--- src/lcdPkg.sv ---
package lcdPkg;

    ////////////////////////////////////////////////////////////////////////////
    // Host register map.
    ////////////////////////////////////////////////////////////////////////////
    localparam logic [2:0] REG_CTRL   = 3'd0; // Init start, backlight enable, overrun clear.
    localparam logic [2:0] REG_TIMING = 3'd1; // Strobe low and high widths.
    localparam logic [2:0] REG_CMD    = 3'd2; // Single command write.
    localparam logic [2:0] REG_DATA   = 3'd3; // Single data write.
    localparam logic [2:0] REG_STATUS = 3'd4; // Busy, initDone, backlight, overrun.

    // Strobe phase widths out of reset.
    localparam logic [3:0] DEFAULT_WR_LOW  = 4'd2;
    localparam logic [3:0] DEFAULT_WR_HIGH = 4'd2;

    // Panel reset pulse and recovery, in clocks.
    localparam logic [15:0] RESET_LOW_CYCLES     = 16'd64;
    localparam logic [15:0] RESET_RECOVER_CYCLES = 16'd32;

    ////////////////////////////////////////////////////////////////////////////
    // Init table.
    ////////////////////////////////////////////////////////////////////////////
    localparam int INIT_LEN    = 12;
    localparam int INIT_IDX_W  = $clog2(INIT_LEN);

    // Entry kinds, top two bits of an entry.
    localparam logic [1:0] KIND_CMD  = 2'd0;
    localparam logic [1:0] KIND_DATA = 2'd1;
    localparam logic [1:0] KIND_WAIT = 2'd2;
    localparam logic [1:0] KIND_END  = 2'd3;

    // One entry, read as a bus write or as a delay.
    typedef union packed {
        struct packed {
            logic [1:0]  kind;
            logic [15:0] word;   // Bus word for command or data.
        } wr;
        struct packed {
            logic [1:0]  kind;
            logic [15:0] cycles; // Delay length in clocks.
        } dly;
    } initEntry_u;

    localparam initEntry_u INIT_TABLE [INIT_LEN] = '{
        {KIND_CMD,  16'h0011}, // Sleep out.
        {KIND_WAIT, 16'h0078}, // Let the panel wake up.
        {KIND_CMD,  16'h003A}, // Pixel format.
        {KIND_DATA, 16'h0055}, // 16 bpp.
        {KIND_CMD,  16'h0036}, // Memory access control.
        {KIND_DATA, 16'h0000},
        {KIND_CMD,  16'h002A}, // Column address set.
        {KIND_DATA, 16'h0000},
        {KIND_DATA, 16'h01DF}, // Last column, 479.
        {KIND_CMD,  16'h0029}, // Display on.
        {KIND_WAIT, 16'h0014},
        {KIND_END,  16'h0000}  // Table stops here.
    };

    ////////////////////////////////////////////////////////////////////////////
    // FSM encodings.
    ////////////////////////////////////////////////////////////////////////////
    localparam logic [1:0] BT_IDLE = 2'd0;
    localparam logic [1:0] BT_LOW  = 2'd1;
    localparam logic [1:0] BT_HIGH = 2'd2;

    localparam logic [2:0] SQ_IDLE     = 3'd0;
    localparam logic [2:0] SQ_RST_LOW  = 3'd1;
    localparam logic [2:0] SQ_RECOVER  = 3'd2;
    localparam logic [2:0] SQ_FETCH    = 3'd3;
    localparam logic [2:0] SQ_ISSUE    = 3'd4;
    localparam logic [2:0] SQ_WAIT_DN  = 3'd5;
    localparam logic [2:0] SQ_DELAY    = 3'd6;
    localparam logic [2:0] SQ_FINISHED = 3'd7;

endpackage

--- src/lcdBusTiming.sv ---
`timescale 1ns/10ps

module lcdBusTiming
    import lcdPkg::*;
(
    input  logic        clk,
    input  logic        rst_n,
    input  logic        start,    // One-cycle launch, only while idle.
    input  logic        isData,   // 0 command, 1 data.
    input  logic [15:0] word,
    input  logic [3:0]  wrLow,    // Strobe low width, never 0.
    input  logic [3:0]  wrHigh,   // Strobe high width, never 0.
    output logic        lcdCs,
    output logic        lcdRs,
    output logic        lcdWr,
    output logic [15:0] lcdData,
    output logic        busy,
    output logic        done
);

    logic [1:0] state;
    logic [3:0] phaseCnt; // Counts 1..width inside a phase.
    logic [3:0] lowW;     // Widths frozen for this transfer.
    logic [3:0] highW;

    // Busy also covers the done cycle.
    assign busy = (state != BT_IDLE) | done;

    ////////////////////////////////////////////////////////////////////////////
    // Strobe FSM.
    ////////////////////////////////////////////////////////////////////////////
    always_ff @(posedge clk or negedge rst_n)
    begin
        if (!rst_n)
        begin
            state    <= BT_IDLE;
            phaseCnt <= 4'd0;
            lcdCs    <= 1'b1; // Pins idle high.
            lcdRs    <= 1'b1;
            lcdWr    <= 1'b1;
            lcdData  <= 16'd0;
            done     <= 1'b0;
        end
        else
        begin
            done <= 1'b0; // Pulse by default.
            case (state)
                BT_IDLE:
                begin
                    if (start)
                    begin
                        // Select, address and data all settle with the falling strobe.
                        lcdCs    <= 1'b0;
                        lcdRs    <= isData;
                        lcdData  <= word;
                        lcdWr    <= 1'b0;
                        phaseCnt <= 4'd1;
                        state    <= BT_LOW;
                    end
                end
                BT_LOW:
                begin
                    if (phaseCnt == lowW)
                    begin
                        lcdWr    <= 1'b1; // Panel latches on this edge.
                        phaseCnt <= 4'd1;
                        state    <= BT_HIGH;
                    end
                    else
                    begin
                        phaseCnt <= phaseCnt + 4'd1;
                    end
                end
                BT_HIGH:
                begin
                    if (phaseCnt == highW)
                    begin
                        lcdCs <= 1'b1; // Deselect with the done pulse.
                        done  <= 1'b1;
                        state <= BT_IDLE;
                    end
                    else
                    begin
                        phaseCnt <= phaseCnt + 4'd1;
                    end
                end
                default: state <= BT_IDLE;
            endcase
        end
    end

    // Phase widths latched at launch.
    always_ff @(posedge clk)
    begin
        if (start && (state == BT_IDLE))
        begin
            lowW  <= wrLow;
            highW <= wrHigh;
        end
    end

    ////////////////////////////////////////////////////////////////////////////
    // Checks.
    ////////////////////////////////////////////////////////////////////////////
    // Strobe low only inside a selected cycle.
    wrInsideCs: assert property (@(posedge clk) disable iff (!rst_n) !lcdWr |-> !lcdCs);

    // Requesters must wait out a transfer.
    noStartBusy: assert property (@(posedge clk) disable iff (!rst_n) start |-> !busy);

endmodule

--- src/lcdInitSequencer.sv ---
`timescale 1ns/10ps

module lcdInitSequencer
    import lcdPkg::*;
(
    input  logic        clk,
    input  logic        rst_n,
    input  logic        initStart,  // Restarts power-up from any state.
    input  logic        engineBusy,
    input  logic        engineDone,
    output logic        lcdRst,     // Panel reset, active low.
    output logic        seqActive,
    output logic        seqStart,
    output logic        seqIsData,
    output logic [15:0] seqWord,
    output logic        initDone
);

    logic [2:0]            state;
    logic [15:0]           cnt;   // Reset, recovery and delay counter.
    logic [INIT_IDX_W-1:0] idx;   // Current table entry.
    initEntry_u            entry;

    assign entry = INIT_TABLE[idx];

    // Write payload comes straight from the table, idx holds through the transfer.
    assign seqIsData = (entry.wr.kind == KIND_DATA);
    assign seqWord   = entry.wr.word;

    // Owns the engine between start and the end entry.
    assign seqActive = (state != SQ_IDLE) && (state != SQ_FINISHED);

    ////////////////////////////////////////////////////////////////////////////
    // Power-up FSM.
    ////////////////////////////////////////////////////////////////////////////
    always_ff @(posedge clk or negedge rst_n)
    begin
        if (!rst_n)
        begin
            state    <= SQ_IDLE;
            cnt      <= 16'd0;
            idx      <= '0;
            lcdRst   <= 1'b1;
            seqStart <= 1'b0;
            initDone <= 1'b0;
        end
        else if (initStart)
        begin
            lcdRst   <= 1'b0; // Reset pulse begins next cycle.
            cnt      <= 16'd0;
            idx      <= '0;
            seqStart <= 1'b0;
            initDone <= 1'b0;
            state    <= SQ_RST_LOW;
        end
        else
        begin
            seqStart <= 1'b0;
            case (state)
                SQ_RST_LOW:
                begin
                    if (cnt == RESET_LOW_CYCLES - 16'd1)
                    begin
                        lcdRst <= 1'b1;
                        cnt    <= 16'd0;
                        state  <= SQ_RECOVER;
                    end
                    else
                    begin
                        cnt <= cnt + 16'd1;
                    end
                end
                SQ_RECOVER:
                begin
                    if (cnt == RESET_RECOVER_CYCLES - 16'd1)
                        state <= SQ_FETCH;
                    else
                        cnt <= cnt + 16'd1;
                end
                SQ_FETCH:
                begin
                    case (entry.wr.kind)
                        KIND_CMD, KIND_DATA: state <= SQ_ISSUE;
                        KIND_WAIT:
                        begin
                            cnt   <= 16'd0;
                            state <= SQ_DELAY;
                        end
                        default:
                        begin
                            initDone <= 1'b1; // End entry, stays until next start.
                            state    <= SQ_FINISHED;
                        end
                    endcase
                end
                SQ_ISSUE:
                begin
                    // Host traffic may still be draining.
                    if (!engineBusy)
                    begin
                        seqStart <= 1'b1;
                        state    <= SQ_WAIT_DN;
                    end
                end
                SQ_WAIT_DN:
                begin
                    if (engineDone)
                    begin
                        idx   <= idx + 1'b1;
                        state <= SQ_FETCH;
                    end
                end
                SQ_DELAY:
                begin
                    if (cnt + 16'd1 >= entry.dly.cycles)
                    begin
                        idx   <= idx + 1'b1;
                        state <= SQ_FETCH;
                    end
                    else
                    begin
                        cnt <= cnt + 16'd1;
                    end
                end
                default: ; // Idle and finished hold.
            endcase
        end
    end

    // Host launches are locked out while active, so the engine is still free.
    seqStartIdle: assert property (@(posedge clk) disable iff (!rst_n)
        $rose(seqStart) |-> !engineBusy);

endmodule

--- src/lcdConfigRegs.sv ---
`timescale 1ns/10ps

module lcdConfigRegs
    import lcdPkg::*;
(
    input  logic        clk,
    input  logic        rst_n,
    input  logic        regWrite,
    input  logic [2:0]  regAddr,
    input  logic [15:0] regWdata,
    input  logic        engineBusy,
    input  logic        seqActive,
    input  logic        initDone,
    output logic [15:0] regRdata,
    output logic [3:0]  wrLow,
    output logic [3:0]  wrHigh,
    output logic        initStart,
    output logic        hostStart,
    output logic        hostIsData,
    output logic [15:0] hostWord,
    output logic        backlight
);

    logic blEnable;  // Backlight enable bit.
    logic overrun;   // Sticky, dropped launch.
    logic launchReq; // CMD or DATA write.
    logic blocked;   // Engine or sequencer owns the bus.

    ////////////////////////////////////////////////////////////////////////////
    // Write decode.
    ////////////////////////////////////////////////////////////////////////////
    assign launchReq = regWrite && ((regAddr == REG_CMD) || (regAddr == REG_DATA));
    assign blocked   = engineBusy | seqActive;

    assign initStart  = regWrite && (regAddr == REG_CTRL) && regWdata[0];
    assign hostStart  = launchReq && !blocked; // Goes straight to the engine.
    assign hostIsData = (regAddr == REG_DATA);
    assign hostWord   = regWdata;

    assign backlight = initDone & blEnable; // Dark until power-up ends.

    always_ff @(posedge clk or negedge rst_n)
    begin
        if (!rst_n)
        begin
            wrLow    <= DEFAULT_WR_LOW;
            wrHigh   <= DEFAULT_WR_HIGH;
            blEnable <= 1'b0;
            overrun  <= 1'b0;
        end
        else
        begin
            if (regWrite && (regAddr == REG_CTRL))
            begin
                blEnable <= regWdata[1];
                if (regWdata[2])
                    overrun <= 1'b0; // Write one to clear.
            end
            if (regWrite && (regAddr == REG_TIMING))
            begin
                // Zero width would stall the strobe, read it as one.
                wrLow  <= (regWdata[3:0] == 4'd0) ? 4'd1 : regWdata[3:0];
                wrHigh <= (regWdata[7:4] == 4'd0) ? 4'd1 : regWdata[7:4];
            end
            if (launchReq && blocked)
                overrun <= 1'b1;
        end
    end

    ////////////////////////////////////////////////////////////////////////////
    // Read back.
    ////////////////////////////////////////////////////////////////////////////
    always_comb
    begin
        case (regAddr)
            REG_CTRL:   regRdata = {14'd0, blEnable, 1'b0};
            REG_TIMING: regRdata = {8'd0, wrHigh, wrLow};
            REG_STATUS: regRdata = {12'd0, overrun, backlight, initDone, blocked};
            default:    regRdata = 16'd0; // Launch registers read as zero.
        endcase
    end

endmodule

--- src/lcdController.sv ---
`timescale 1ns/10ps

module lcdController (
    input  logic        clk,
    input  logic        rst_n,
    input  logic        regWrite,
    input  logic [2:0]  regAddr,
    input  logic [15:0] regWdata,
    output logic [15:0] regRdata,
    output logic        lcdRst,
    output logic        lcdCs,
    output logic        lcdRs,
    output logic        lcdWr,
    output logic        lcdRd,
    output logic [15:0] lcdData,
    output logic        blCtrl
);

    logic [3:0]  wrLow;
    logic [3:0]  wrHigh;
    logic        initStart;
    logic        hostStart;
    logic        hostIsData;
    logic [15:0] hostWord;
    logic        seqActive;
    logic        seqStart;
    logic        seqIsData;
    logic [15:0] seqWord;
    logic        initDone;
    logic        engStart;
    logic        engIsData;
    logic [15:0] engWord;
    logic        engBusy;
    logic        engDone;

    assign lcdRd = 1'b1; // Write-only bus.

    // Sequencer wins the engine while it runs.
    assign engStart  = seqActive ? seqStart  : hostStart;
    assign engIsData = seqActive ? seqIsData : hostIsData;
    assign engWord   = seqActive ? seqWord   : hostWord;

    lcdConfigRegs uRegs (
        .clk(clk), .rst_n(rst_n),
        .regWrite(regWrite), .regAddr(regAddr), .regWdata(regWdata),
        .engineBusy(engBusy), .seqActive(seqActive), .initDone(initDone),
        .regRdata(regRdata), .wrLow(wrLow), .wrHigh(wrHigh),
        .initStart(initStart), .hostStart(hostStart), .hostIsData(hostIsData),
        .hostWord(hostWord), .backlight(blCtrl)
    );

    lcdInitSequencer uSeq (
        .clk(clk), .rst_n(rst_n),
        .initStart(initStart), .engineBusy(engBusy), .engineDone(engDone),
        .lcdRst(lcdRst), .seqActive(seqActive), .seqStart(seqStart),
        .seqIsData(seqIsData), .seqWord(seqWord), .initDone(initDone)
    );

    lcdBusTiming uBus (
        .clk(clk), .rst_n(rst_n),
        .start(engStart), .isData(engIsData), .word(engWord),
        .wrLow(wrLow), .wrHigh(wrHigh),
        .lcdCs(lcdCs), .lcdRs(lcdRs), .lcdWr(lcdWr), .lcdData(lcdData),
        .busy(engBusy), .done(engDone)
    );

endmodule

--- config.mk ---
export PLATFORM = sky130hd
export DESIGN_NAME = lcdController
export DESIGN_NICKNAME = d
export VERILOG_FILES = /design/src/lcdPkg.sv /design/src/lcdBusTiming.sv /design/src/lcdInitSequencer.sv /design/src/lcdConfigRegs.sv /design/src/lcdController.sv
export SDC_FILE = /design/constraint.sdc
export NUM_CORES = 1
export LEC_CHECK = 0
export BUFFER_PORTS_ARGS = -buffer_cell sky130_fd_sc_hd__buf_4
export CAP_MARGIN = 20
export CORE_ASPECT_RATIO = 1.75
export CORE_MARGIN = 2
export CORE_UTILIZATION = 25
export DETAILED_ROUTE_END_ITERATION = 8
export GPL_ROUTABILITY_DRIVEN = 0
export PLACE_DENSITY = 0.5
export SLEW_MARGIN = 20
export SYNTH_ARGS = -nofsm -noshare
export SYNTH_HDL_FRONTEND = slang
export SYNTH_HIERARCHICAL = 1
export SYNTH_SLANG_ARGS = --single-unit
export TNS_END_PERCENT = 10
--- constraint.sdc ---
create_clock -name clk -period 3 [get_ports clk]
set_input_delay 0.6 -clock clk [delete_from_list [all_inputs] [get_ports clk]]
set_output_delay 0.6 -clock clk [all_outputs]
set_load 0.01 [all_outputs]
==> results of run 1 <==
-- area by class of cell --
cell class	instances	area, µm²
clock buffer	9	225.2
clock inverter	7	80.08
fill	1937	12880
inverter	22	82.58
multi-input combinational	357	2864
sequential	70	1800
tap	241	301.5
timing repair buffer	126	958.4
-- Yosys cell counts (7+ instances only) --
cell type / count / area share
a21oi_1: 22 / 0.023
and2_1: 8 / 0.010
buf_4: 33 / 0.051
buf_6: 8 / 0.018
clkbuf_1: 13 / 0.010
dfrtp_1: 56 / 0.29
edfxtp_1: 8 / 0.049
ha_1: 19 / 0.049
inv_1: 21 / 0.016
mux2_2: 27 / 0.062
mux2_4: 16 / 0.049
nand2_1: 29 / 0.022
nand2b_1: 7 / 0.0090
nand3_1: 9 / 0.0092
nor2_1: 48 / 0.037
nor2b_1: 8 / 0.010
nor3_1: 14 / 0.014
o211ai_1: 7 / 0.011
o21ai_0: 12 / 0.012
xor2_1: 13 / 0.023
-- repair_timing --
item	in CTS	in global routing
gates resized for setup	38	20
setup buffers	6	1
pin swaps	10	12
setup endpoints to repair	20	22
gates cloned	0	1
-- worst max-delay path, delay by kind of cell, from the launching register on --
kind	cells	cell delay, ns
and+or+nand+nor	5	0.77
DFF	1	0.43
buffers and inverters	3	0.50
adders and majority gates	2	0.49
AOI/OAI and AO/OA	5	0.95
-- logic make-up (layout without fill, tap and decap cells) --
group	count (synthesis)	count (layout)	share of synthesized area
simple gates	153	153	0.1643
compound gates	105	105	0.1620
buf+inv	82	164	0.1049
flops	70	70	0.3681
mux	45	45	0.1157
fa+ha+maj	19	19	0.04863
xor+xnor	19	19	0.03404
other cells	3	16	0.002303
-- state kept, by name (all words and copies together) (netlist names), 4 cells and up --
name / flops
uBus/lowW: 4
uRegs/wrLow: 4
uSeq/idx: 4
uBus/lcdData: 16
uBus/highW: 4
uBus/phaseCnt: 4
uRegs/wrHigh: 4
uSeq/cnt: 16
-- final timing paths --
check,to,slack [ns],depth (start not counted)
worst min-delay path,uBus/phaseCnt[2],0.35,1
max in group asynchronous,uSeq/idx[0],2.06,1
worst max register to register,uSeq/cnt[11],-0.24,15
worst max-delay path,uSeq/cnt[11],-0.24,15
min in group clk,uBus/lowW[0],0.49,0
worst min register to register,uBus/lowW[0],0.49,0
-- power breakdown --
part | total, mW | internal [mW] | switching (mW) | leakage, nW
clock | 1.09 | 0.654 | 0.437 | 0.143
sequential | 1.50 | 1.25 | 0.248 | 0.849
combinational | 3.16 | 1.61 | 1.55 | 1.85
total | 5.75 | 3.51 | 2.24 | 2.84
-- routing by layer --
layer,up-vias,part of all wire
met4,0,0.034
met5,-,0
met3,27,0.036
met2,87,0.58
met1,1959,0.35
li1,1919,-
-- stage by stage --
stage / area [µm²] / TNS (ns)
after floorplan: 4952 / 0
after global placement: 5710 / -1.610
after detailed placement: 5710 / -3.498
after CTS: 6201 / -0.8342
after global routing: 6312 / -5.358
final: 6312 / -2.972
==> impl_metrics.yaml, run 1 <==
floorplan:
  fp-row-count: 67
  chipHeight_um: 189.0
  initial_core_util: 0.2546
  die_width_um: 109.7
  die_area_mm2: 0.02073
  pin_count: 60
  core_area_mm2: 0.01920
synthesis:
  synth_top_flop_cell: "dfrtp_1"
  post_synth_num_cell_types: 75
  synth_warnings: 6
  ys_async_sr_fraction: 0.8857
  mappedNetlistArea_mm2: 0.004888
  sequential_area_share_after_synthesis: 0.3681
  number_of_flip_flops_and_latches_in_the_synthesized_netlist: 70
  synth-edff-count: 8
  syn_avg_cell_area_um2: 9.856
  synthesis.instances: 496
sta:
  slew_viol_final: 0
  fmax_mhz: 309.0
  fin_worst_hold_slack_ns: 0.3487
  worst_slack_ns: -0.2361
  final_period_minus_worst_setup_slack_ns: 3.236
  grt_setup_unrepaired: "yes"
  report.final.setup_viol: 20
  finClkSkew_ns: 0.01135
  worstMarginPinSlew_ns: 0.8248
  final_hold_viol_count: 0
  max-slew-margin-rel: 0.4501
  fin_crit_sh: 1.079
global_route:
  grt.total_usage: 0.1306
  grt_util_met2: 0.2569
  first_pass_grt_wire_length_um: 21050
  globalRouteOverflowTotal: 0
  grt_pass1_vias: 4131
  grt_antenna_before_repair: 0
  globalRoute.busiestLayer: "met2"
  met3_usage: 0.02754
  grt_start_max_net_pins: 63
  grtUsageMet1: 0.1259
clocking:
  cts.htree.levels: 3
  cts_root_buffer: "clkbuf_16"
  cts_sinks: 70
  clock_latency_ns: 0.34
  numCtsBuffers: 9
  clk_transition_reported_paths_ns: 0.07
  tritoncts: "done"
  cts_buffer_depth: 2
  hold_buffers: 0
cells_and_area:
  insertedDiodeCount: 0
  area.growth.synth_to_final_pct: 29.13
  finish.cell_count_without_fillers: 832
  fraction_of_final_layout_cells_sized_beyond_drive_strength_1: 0.4061
  layout_commonest_cell: "buf_4"
  postLayoutCoreUtil: 0.3288
  finalNetCount: 627
  layout.cells.most_common_list: "buf_4 (121), dfrtp_1 (55), nor2_1 (47)"
outcome:
  violations: "negative setup slack"
  outcome: "complete, but fails checks"
pwr:
  finalPower_mw: 5.749
  p_leak_nw: 2.838
  p_per_area_mw_per_mm2: 910.7
  power.ir.vdd_worst_v: 0.0004108
drt:
  antenna_violating_nets_post_route: 0
  first_iter_violations: 154
  detailroute.via_count: 3992
  drtPass1Iterations: 4
  wirelength_um: 13290
  routed_wire_length_per_instance_um: 15.97
  post_drt_via_cell_ratio: 4.798
  detail_route.drc_violations: 0
place:
  post-place-cells: 808
  place_worst_setup_slack_ns: -0.3432
  hpwl_after_detailed_placement_um: 9963
  io_buffer_count: 50
worst_setup_path:
  top_fanout_value_on_the_critical_path: 8
  cp_cell_sequence: "inv_2 > ha_4 > nor2_1 > nor2_1 > a21oi_1 > ha_1 > nor2_1 > a21oi_2 > nor4_4 > o2111ai_2 > buf_4 > o31ai_4 > nand2b_1 > buf_6 > o41ai_2"
  critical_path.max_stage_delay_ns: 0.43
  critPathCaptureType: "flop"
  cp_data_required_time_ns: 3.24
  worst_path_max_delay_cell: "dfrtp_2"
  worstSetupStartpointType: "flop"
  criticalPathCategory: "reg2reg"
  worstSetupStartpoint: "uSeq/idx[0]"
  path_common_cell: "nor2_1"
  crit_path_arrival_time_ns: 3.47
  r2r_start: "uSeq/idx[0]"
hold_path:
  min-delay-path-class: "in2async"
job:
  max_cap_violations: 0
No activity file was read; power rests on OpenSTA's default activity.
==> run 2: changes to the inputs <==
--- a/config.mk
+++ b/config.mk
@@ -10,9 +10,11 @@
 export CORE_ASPECT_RATIO = 1.75
 export CORE_MARGIN = 2
 export CORE_UTILIZATION = 25
+export CTS_CLUSTER_SIZE = 24
 export DETAILED_ROUTE_END_ITERATION = 8
 export GPL_ROUTABILITY_DRIVEN = 0
 export PLACE_DENSITY = 0.5
+export SETUP_SLACK_MARGIN = 0.4
 export SLEW_MARGIN = 20
 export SYNTH_ARGS = -nofsm -noshare
 export SYNTH_HDL_FRONTEND = slang
==> run 2 against run 1 <==
Net effect:
- the flow still finishes with violations (negative setup slack)
- routed wire length up 0.66%
- register-to-register slack improved by 0.14 ns
- critical path depth fell by 3
- clock-buffer cell count unchanged
- critical path type unchanged
- largest cell class unchanged
==> impl_metrics.yaml, run 2 (same netlist as run 1, synthesis figures left out) <==
floorplan:
  fp-row-count: 67
  die_width_um: 109.7
  die_area_mm2: 0.02073
  chipHeight_um: 189.0
  pin_count: 60
  core_area_mm2: 0.01920
  initial_core_util: 0.2546
cells_and_area:
  insertedDiodeCount: 0
  layout.cells.most_common_list: "buf_4 (108), dfrtp_1 (54), nor2_1 (44)"
  largestRegisters: "uBus/lcdData (16), uSeq/cnt (16)"
  postLayoutCoreUtil: 0.3225
  finalNetCount: 612
  fraction_of_final_layout_cells_sized_beyond_drive_strength_1: 0.4063
  area.growth.synth_to_final_pct: 26.64
  layout_commonest_cell: "buf_4"
pwr:
  power.ir.vdd_worst_v: 0.0004744
  power_switching_mw: 2.194
  p_per_area_mw_per_mm2: 884.6
  share_comb_of_total_power: 0.539
  p_sw_frac: 0.4006
  clock_power_share: 0.187
  p_leak_nw: 2.734
  power_frac_seq: 0.274
  cell_internal_pwr_mw: 3.282
  finalPower_mw: 5.476
place:
  io_buffer_count: 50
  hpwl_after_detailed_placement_um: 10030
drt:
  first_iter_violations: 210
  post_drt_via_cell_ratio: 4.805
  detail_route.drc_violations: 0
  antenna_violating_nets_post_route: 0
  detailroute.via_count: 3926
  wirelength_um: 13380
  drtPass1Iterations: 4
  routed_wire_length_per_instance_um: 16.37
clocking:
  cts.htree.levels: 3
  clock_latency_ns: 0.34
  tritoncts: "done"
  cts_sinks: 70
  numCtsBuffers: 9
  clk_transition_reported_paths_ns: 0.06
  cts_root_buffer: "clkbuf_16"
  cts_buffer_depth: 2
worst_setup_path:
  criticalPathCategory: "reg2reg"
  crit_path_arrival_time_ns: 3.33
  top_fanout_value_on_the_critical_path: 7
  critPathCaptureType: "flop"
  worstSetupStartpointType: "flop"
  rrSetupSlack_ns: -0.1
  cp_data_required_time_ns: 3.23
  r2r_start: "uSeq/cnt[0]"
  rr_worst_depth: 12
  worst_r2r_endpoint: "uSeq/idx[2]"
global_route:
  grt_start_max_net_pins: 63
  grt_antenna_before_repair: 0
  globalRouteOverflowTotal: 0
  grt_pass1_vias: 4111
  first_pass_grt_wire_length_um: 20860
  grt.total_usage: 0.1317
sta:
  fmax_mhz: 322.7
  max-slew-margin-rel: 0.4303
  fin_crit_sh: 1.033
  final_hold_viol_count: 0
  slew_viol_final: 0
  worstMarginPinSlew_ns: 0.8545
  finClkSkew_ns: 0.007852
  grt_setup_unrepaired: "yes"
  report.final.setup_viol: 15
  final_period_minus_worst_setup_slack_ns: 3.099
  worst_slack_ns: -0.09881
hold_path:
  min-delay-path-class: "in2async"
outcome:
  outcome: "complete, but fails checks"
  violations: "negative setup slack"
job:
  max_cap_violations: 0
## run 2: per-stage QoR
step	hold slack [ns]	setup WS [ns]	instances	cell area [µm²]	TNS [ns]
floorplan	0.3044	0.1023	509	4964	0
global placement	0.4659	-0.3017	793	5605	-2.850
detailed placement	0.4720	-0.3133	793	5605	-3.527
CTS	0.3972	-0.08084	812	6053	-0.7745
global route	0.4258	-0.2347	817	6191	-3.726
finish	0.3407	-0.09881	817	6191	-0.7009
## run 2: what timing repair did
item / in CTS / in global routing
gates cloned: 0 / 1
setup buffers: 3 / 4
endpoints found under the setup margin: 22 / 22
hold buffers: 0 / 0
pin swaps: 10 / 11
resized for setup: 37 / 17
## run 2: routing by layer
metal,up-vias,global-route usage,part of all wire
met5,-,0,0
met4,0,0.06475,0.036
met3,22,0.02238,0.033
met2,80,0.2576,0.57
met1,1938,0.1267,0.36
li1,1886,-,-
## run 2: layout make-up
cell class | instances | area (µm²)
clock buffers | 9 | 225.2
clock inverters | 7 | 55.05
fillers | 1916 | 13010
inverters | 22 | 87.58
multi-input cells | 357 | 2882
flip-flops and latches | 70 | 1802
well taps | 241 | 301.5
repair buffers | 111 | 838.3
## run 2: worst max-delay path by stage
stage                startpoint  cells after the start  slack (ns)      endpoint
global placement    uSeq/cnt[0]                     11       -0.30   uSeq/idx[3]
finish              uSeq/cnt[0]                     12        -0.1   uSeq/idx[2]
floorplan           uSeq/idx[0]                     13        0.10  uSeq/cnt[11]
CTS                 uSeq/idx[0]                     12       -0.08   uSeq/idx[2]
global route        uSeq/cnt[1]                     12       -0.23   uSeq/idx[2]
detailed placement  uSeq/cnt[0]                     12       -0.31  uSeq/cnt[15]
## run 2: power groups by stage
stage	sequential, mW	combinational, mW	clock [mW]
after floorplan	1.47	1.84	0
after global placement	1.50	2.68	0
after detailed placement	1.51	2.73	0
after CTS	1.50	2.90	1.05
after global routing	1.54	3.25	1.09
final	1.50	2.95	1.02
## run 2: critical path, stage by stage (launching register included)
cell	delay (ns)
dfrtp_1	0.39
nand4_1	0.20
nor2_4	0.21
nand3_2	0.12
xnor2_2	0.26
ha_1	0.29
a21o_1	0.18
a21oi_2	0.14
o2111ai_2	0.19
o31a_1	0.40
buf_6	0.17
o21ai_2	0.12
mux2_4	0.30
==> run 3: changes to the inputs <==
--- a/config.mk
+++ b/config.mk
@@ -10,11 +10,13 @@
 export CORE_ASPECT_RATIO = 1.75
 export CORE_MARGIN = 2
 export CORE_UTILIZATION = 25
+export CTS_BUF_LIST = sky130_fd_sc_hd__clkbuf_4 sky130_fd_sc_hd__clkbuf_8 sky130_fd_sc_hd__clkbuf_16
 export CTS_CLUSTER_SIZE = 24
 export DETAILED_ROUTE_END_ITERATION = 8
 export GPL_ROUTABILITY_DRIVEN = 0
 export PLACE_DENSITY = 0.5
 export SETUP_SLACK_MARGIN = 0.4
+export SKIP_CTS_REPAIR_TIMING = 1
 export SLEW_MARGIN = 20
 export SYNTH_ARGS = -nofsm -noshare
 export SYNTH_HDL_FRONTEND = slang
==> run 3 against run 2 <==
Net effect:
- the run still ends with negative setup slack left
- first-iteration DRC count is 29% higher
- final area about the same
- register-to-register slack is essentially flat
- critical path depth is the same
- clock-buffer cell count unchanged
- clock power is essentially flat
- critical endpoint is now uSeq/cnt[10]
- largest power group unchanged
- highest routed layer unchanged
==> impl_metrics.yaml, run 3 (same netlist as run 1, synthesis figures left out) <==
cells_and_area:
  fraction_of_final_layout_cells_sized_beyond_drive_strength_1: 0.3997
  layout_commonest_cell: "buf_4"
  finalNetCount: 609
  finish.cell_count_without_fillers: 814
  area.growth.synth_to_final_pct: 26.54
  largestRegisters: "uBus/lcdData (16), uSeq/cnt (16)"
  filler_cell_count: 1916
  layout.cells.most_common_list: "buf_4 (105), dfrtp_1 (54), nor2_1 (45)"
  insertedDiodeCount: 0
floorplan:
  chipHeight_um: 189.0
  initial_core_util: 0.2546
  core_area_mm2: 0.01920
  die_area_mm2: 0.02073
  pin_count: 60
  die_width_um: 109.7
  fp-row-count: 67
pwr:
  finalPower_mw: 5.511
  power_frac_seq: 0.272
  power_switching_mw: 2.220
  p_leak_nw: 2.729
  p_sw_frac: 0.4028
  share_comb_of_total_power: 0.542
  cell_internal_pwr_mw: 3.291
  p_per_area_mw_per_mm2: 891.0
  clock_power_share: 0.185
  power.ir.vdd_worst_v: 0.0004763
drt:
  post_drt_via_cell_ratio: 4.855
  drtPass1Iterations: 4
  detailroute.via_count: 3952
  detail_route.drc_violations: 0
  wirelength_um: 13370
  antenna_violating_nets_post_route: 0
  first_iter_violations: 271
  routed_wire_length_per_instance_um: 16.43
clocking:
  cts.htree.levels: 3
  cts_sinks: 70
  cts_buffer_depth: 2
  clk_transition_reported_paths_ns: 0.06
  clock_latency_ns: 0.34
  numCtsBuffers: 9
  tritoncts: "done"
  cts_root_buffer: "clkbuf_16"
worst_setup_path:
  critPathCaptureType: "flop"
  cp_data_required_time_ns: 3.21
  criticalPathCategory: "reg2reg"
  r2r_start: "uSeq/cnt[1]"
  cpLargestDelayFamily: "compound AO/OA/AOI/OAI gates"
  crit_path_arrival_time_ns: 3.32
  cp_cell_sequence: "nand4_1 > nor2_4 > nand3_1 > xnor2_2 > ha_1 > a21o_1 > a21oi_2 > o2111ai_2 > o31a_1 > buf_6 > o311ai_2 > o41ai_2"
  stages_on_the_worst_setup_path: 12
  rr_worst_depth: 12
  critical_path.max_stage_delay_ns: 0.38
  top_fanout_value_on_the_critical_path: 10
  worst_path_max_delay_cell: "dfrtp_1"
  worstSetupStartpoint: "uSeq/cnt[1]"
  worstSetupStartpointType: "flop"
  critical_path_buf_inv_count: 1
global_route:
  grt_pass1_vias: 4077
  grt_antenna_before_repair: 0
  grt_start_max_net_pins: 63
  globalRouteOverflowTotal: 0
  grt.total_usage: 0.1290
  first_pass_grt_wire_length_um: 20490
sta:
  slew_viol_final: 0
  report.final.setup_viol: 16
  grt_setup_unrepaired: "yes"
  setup_tns_ns: -0.9226
  finClkSkew_ns: 0.008023
  max-slew-margin-rel: 0.4234
  worstMarginPinSlew_ns: 0.8649
  final_hold_viol_count: 0
  fin_crit_sh: 1.035
  fmax_mhz: 322.2
  worst_slack_ns: -0.1037
  final_period_minus_worst_setup_slack_ns: 3.104
outcome:
  violations: "negative setup slack"
  outcome: "complete, but fails checks"
place:
  io_buffer_count: 50
  post-place-cells: 793
  hpwl_after_detailed_placement_um: 10030
  place_worst_setup_slack_ns: -0.3133
hold_path:
  min-delay-path-class: "in2async"
job:
  max_cap_violations: 0
==> run 3: cell types whose count changed in the layout (fill, tap and decap cells not counted), sizes merged <==
cell and delta:
buf -3
==> run 3: per-layer routing <==
metal | GRT usage | vias up | part of all wire
li1 | - | 1882 | -
met1 | 0.1229 | 1949 | 0.36
met2 | 0.2547 | 99 | 0.57
met3 | 0.02306 | 22 | 0.038
met4 | 0.05940 | 0 | 0.030
met5 | 0 | - | 0
==> run 3: worst reg2reg max path, cell delays in order, from the launching register on <==
cell	delay, ns
dfrtp_1	0.38
nand4_1	0.21
nor2_4	0.21
nand3_1	0.15
xnor2_2	0.27
ha_1	0.29
a21o_1	0.18
a21oi_2	0.15
o2111ai_2	0.19
o31a_1	0.37
buf_6	0.18
o311ai_2	0.28
o41ai_2	0.12
==> run 3: metrics by stage <==
stage / util / cell area [µm²] / hold WS (ns)
after CTS: 0.3066 / 5886 / 0.3972
after global placement: 0.2920 / 5605 / 0.4659
after detailed placement: 0.2920 / 5605 / 0.4720
after floorplan: - / 4964 / 0.3044
final: 0.3222 / 6186 / 0.3615
after global routing: 0.3222 / 6186 / 0.4285
==> run 3: path summary, 6_finish.rpt <==
kind	endpoint	slack, ns
worst max register to register	uSeq/cnt[10]	-0.10
worst max-delay path	uSeq/cnt[10]	-0.10
min in group clk	uBus/lowW[2]	0.48
worst min register to register	uBus/lowW[2]	0.48
worst min-delay path	uBus/phaseCnt[3]	0.36
max in group asynchronous	uSeq/idx[1]	2.02
==> run 3: power groups by stage <==
stage / logic, mW / registers, mW / clock network (mW)
finish: 2.99 / 1.50 / 1.02
detailed placement: 2.73 / 1.51 / 0
global route: 3.28 / 1.54 / 1.09
floorplan: 1.84 / 1.47 / 0
global placement: 2.68 / 1.50 / 0
CTS: 2.74 / 1.50 / 1.05
==> run 3: area by class of cell <==
| class | count | area [µm²] | share of cell area |
|---|---|---|---|
| clock buffer | 9 | 225.2 | 0.03641 |
| tap | 241 | 301.5 | 0.04875 |
| clock inverter | 7 | 55.05 | 0.008900 |
| inverter | 22 | 87.58 | 0.01416 |
| timing repair buffer | 108 | 822.0 | 0.1329 |
| sequential | 70 | 1802 | 0.2913 |
| multi-input combinational | 357 | 2893 | 0.4676 |
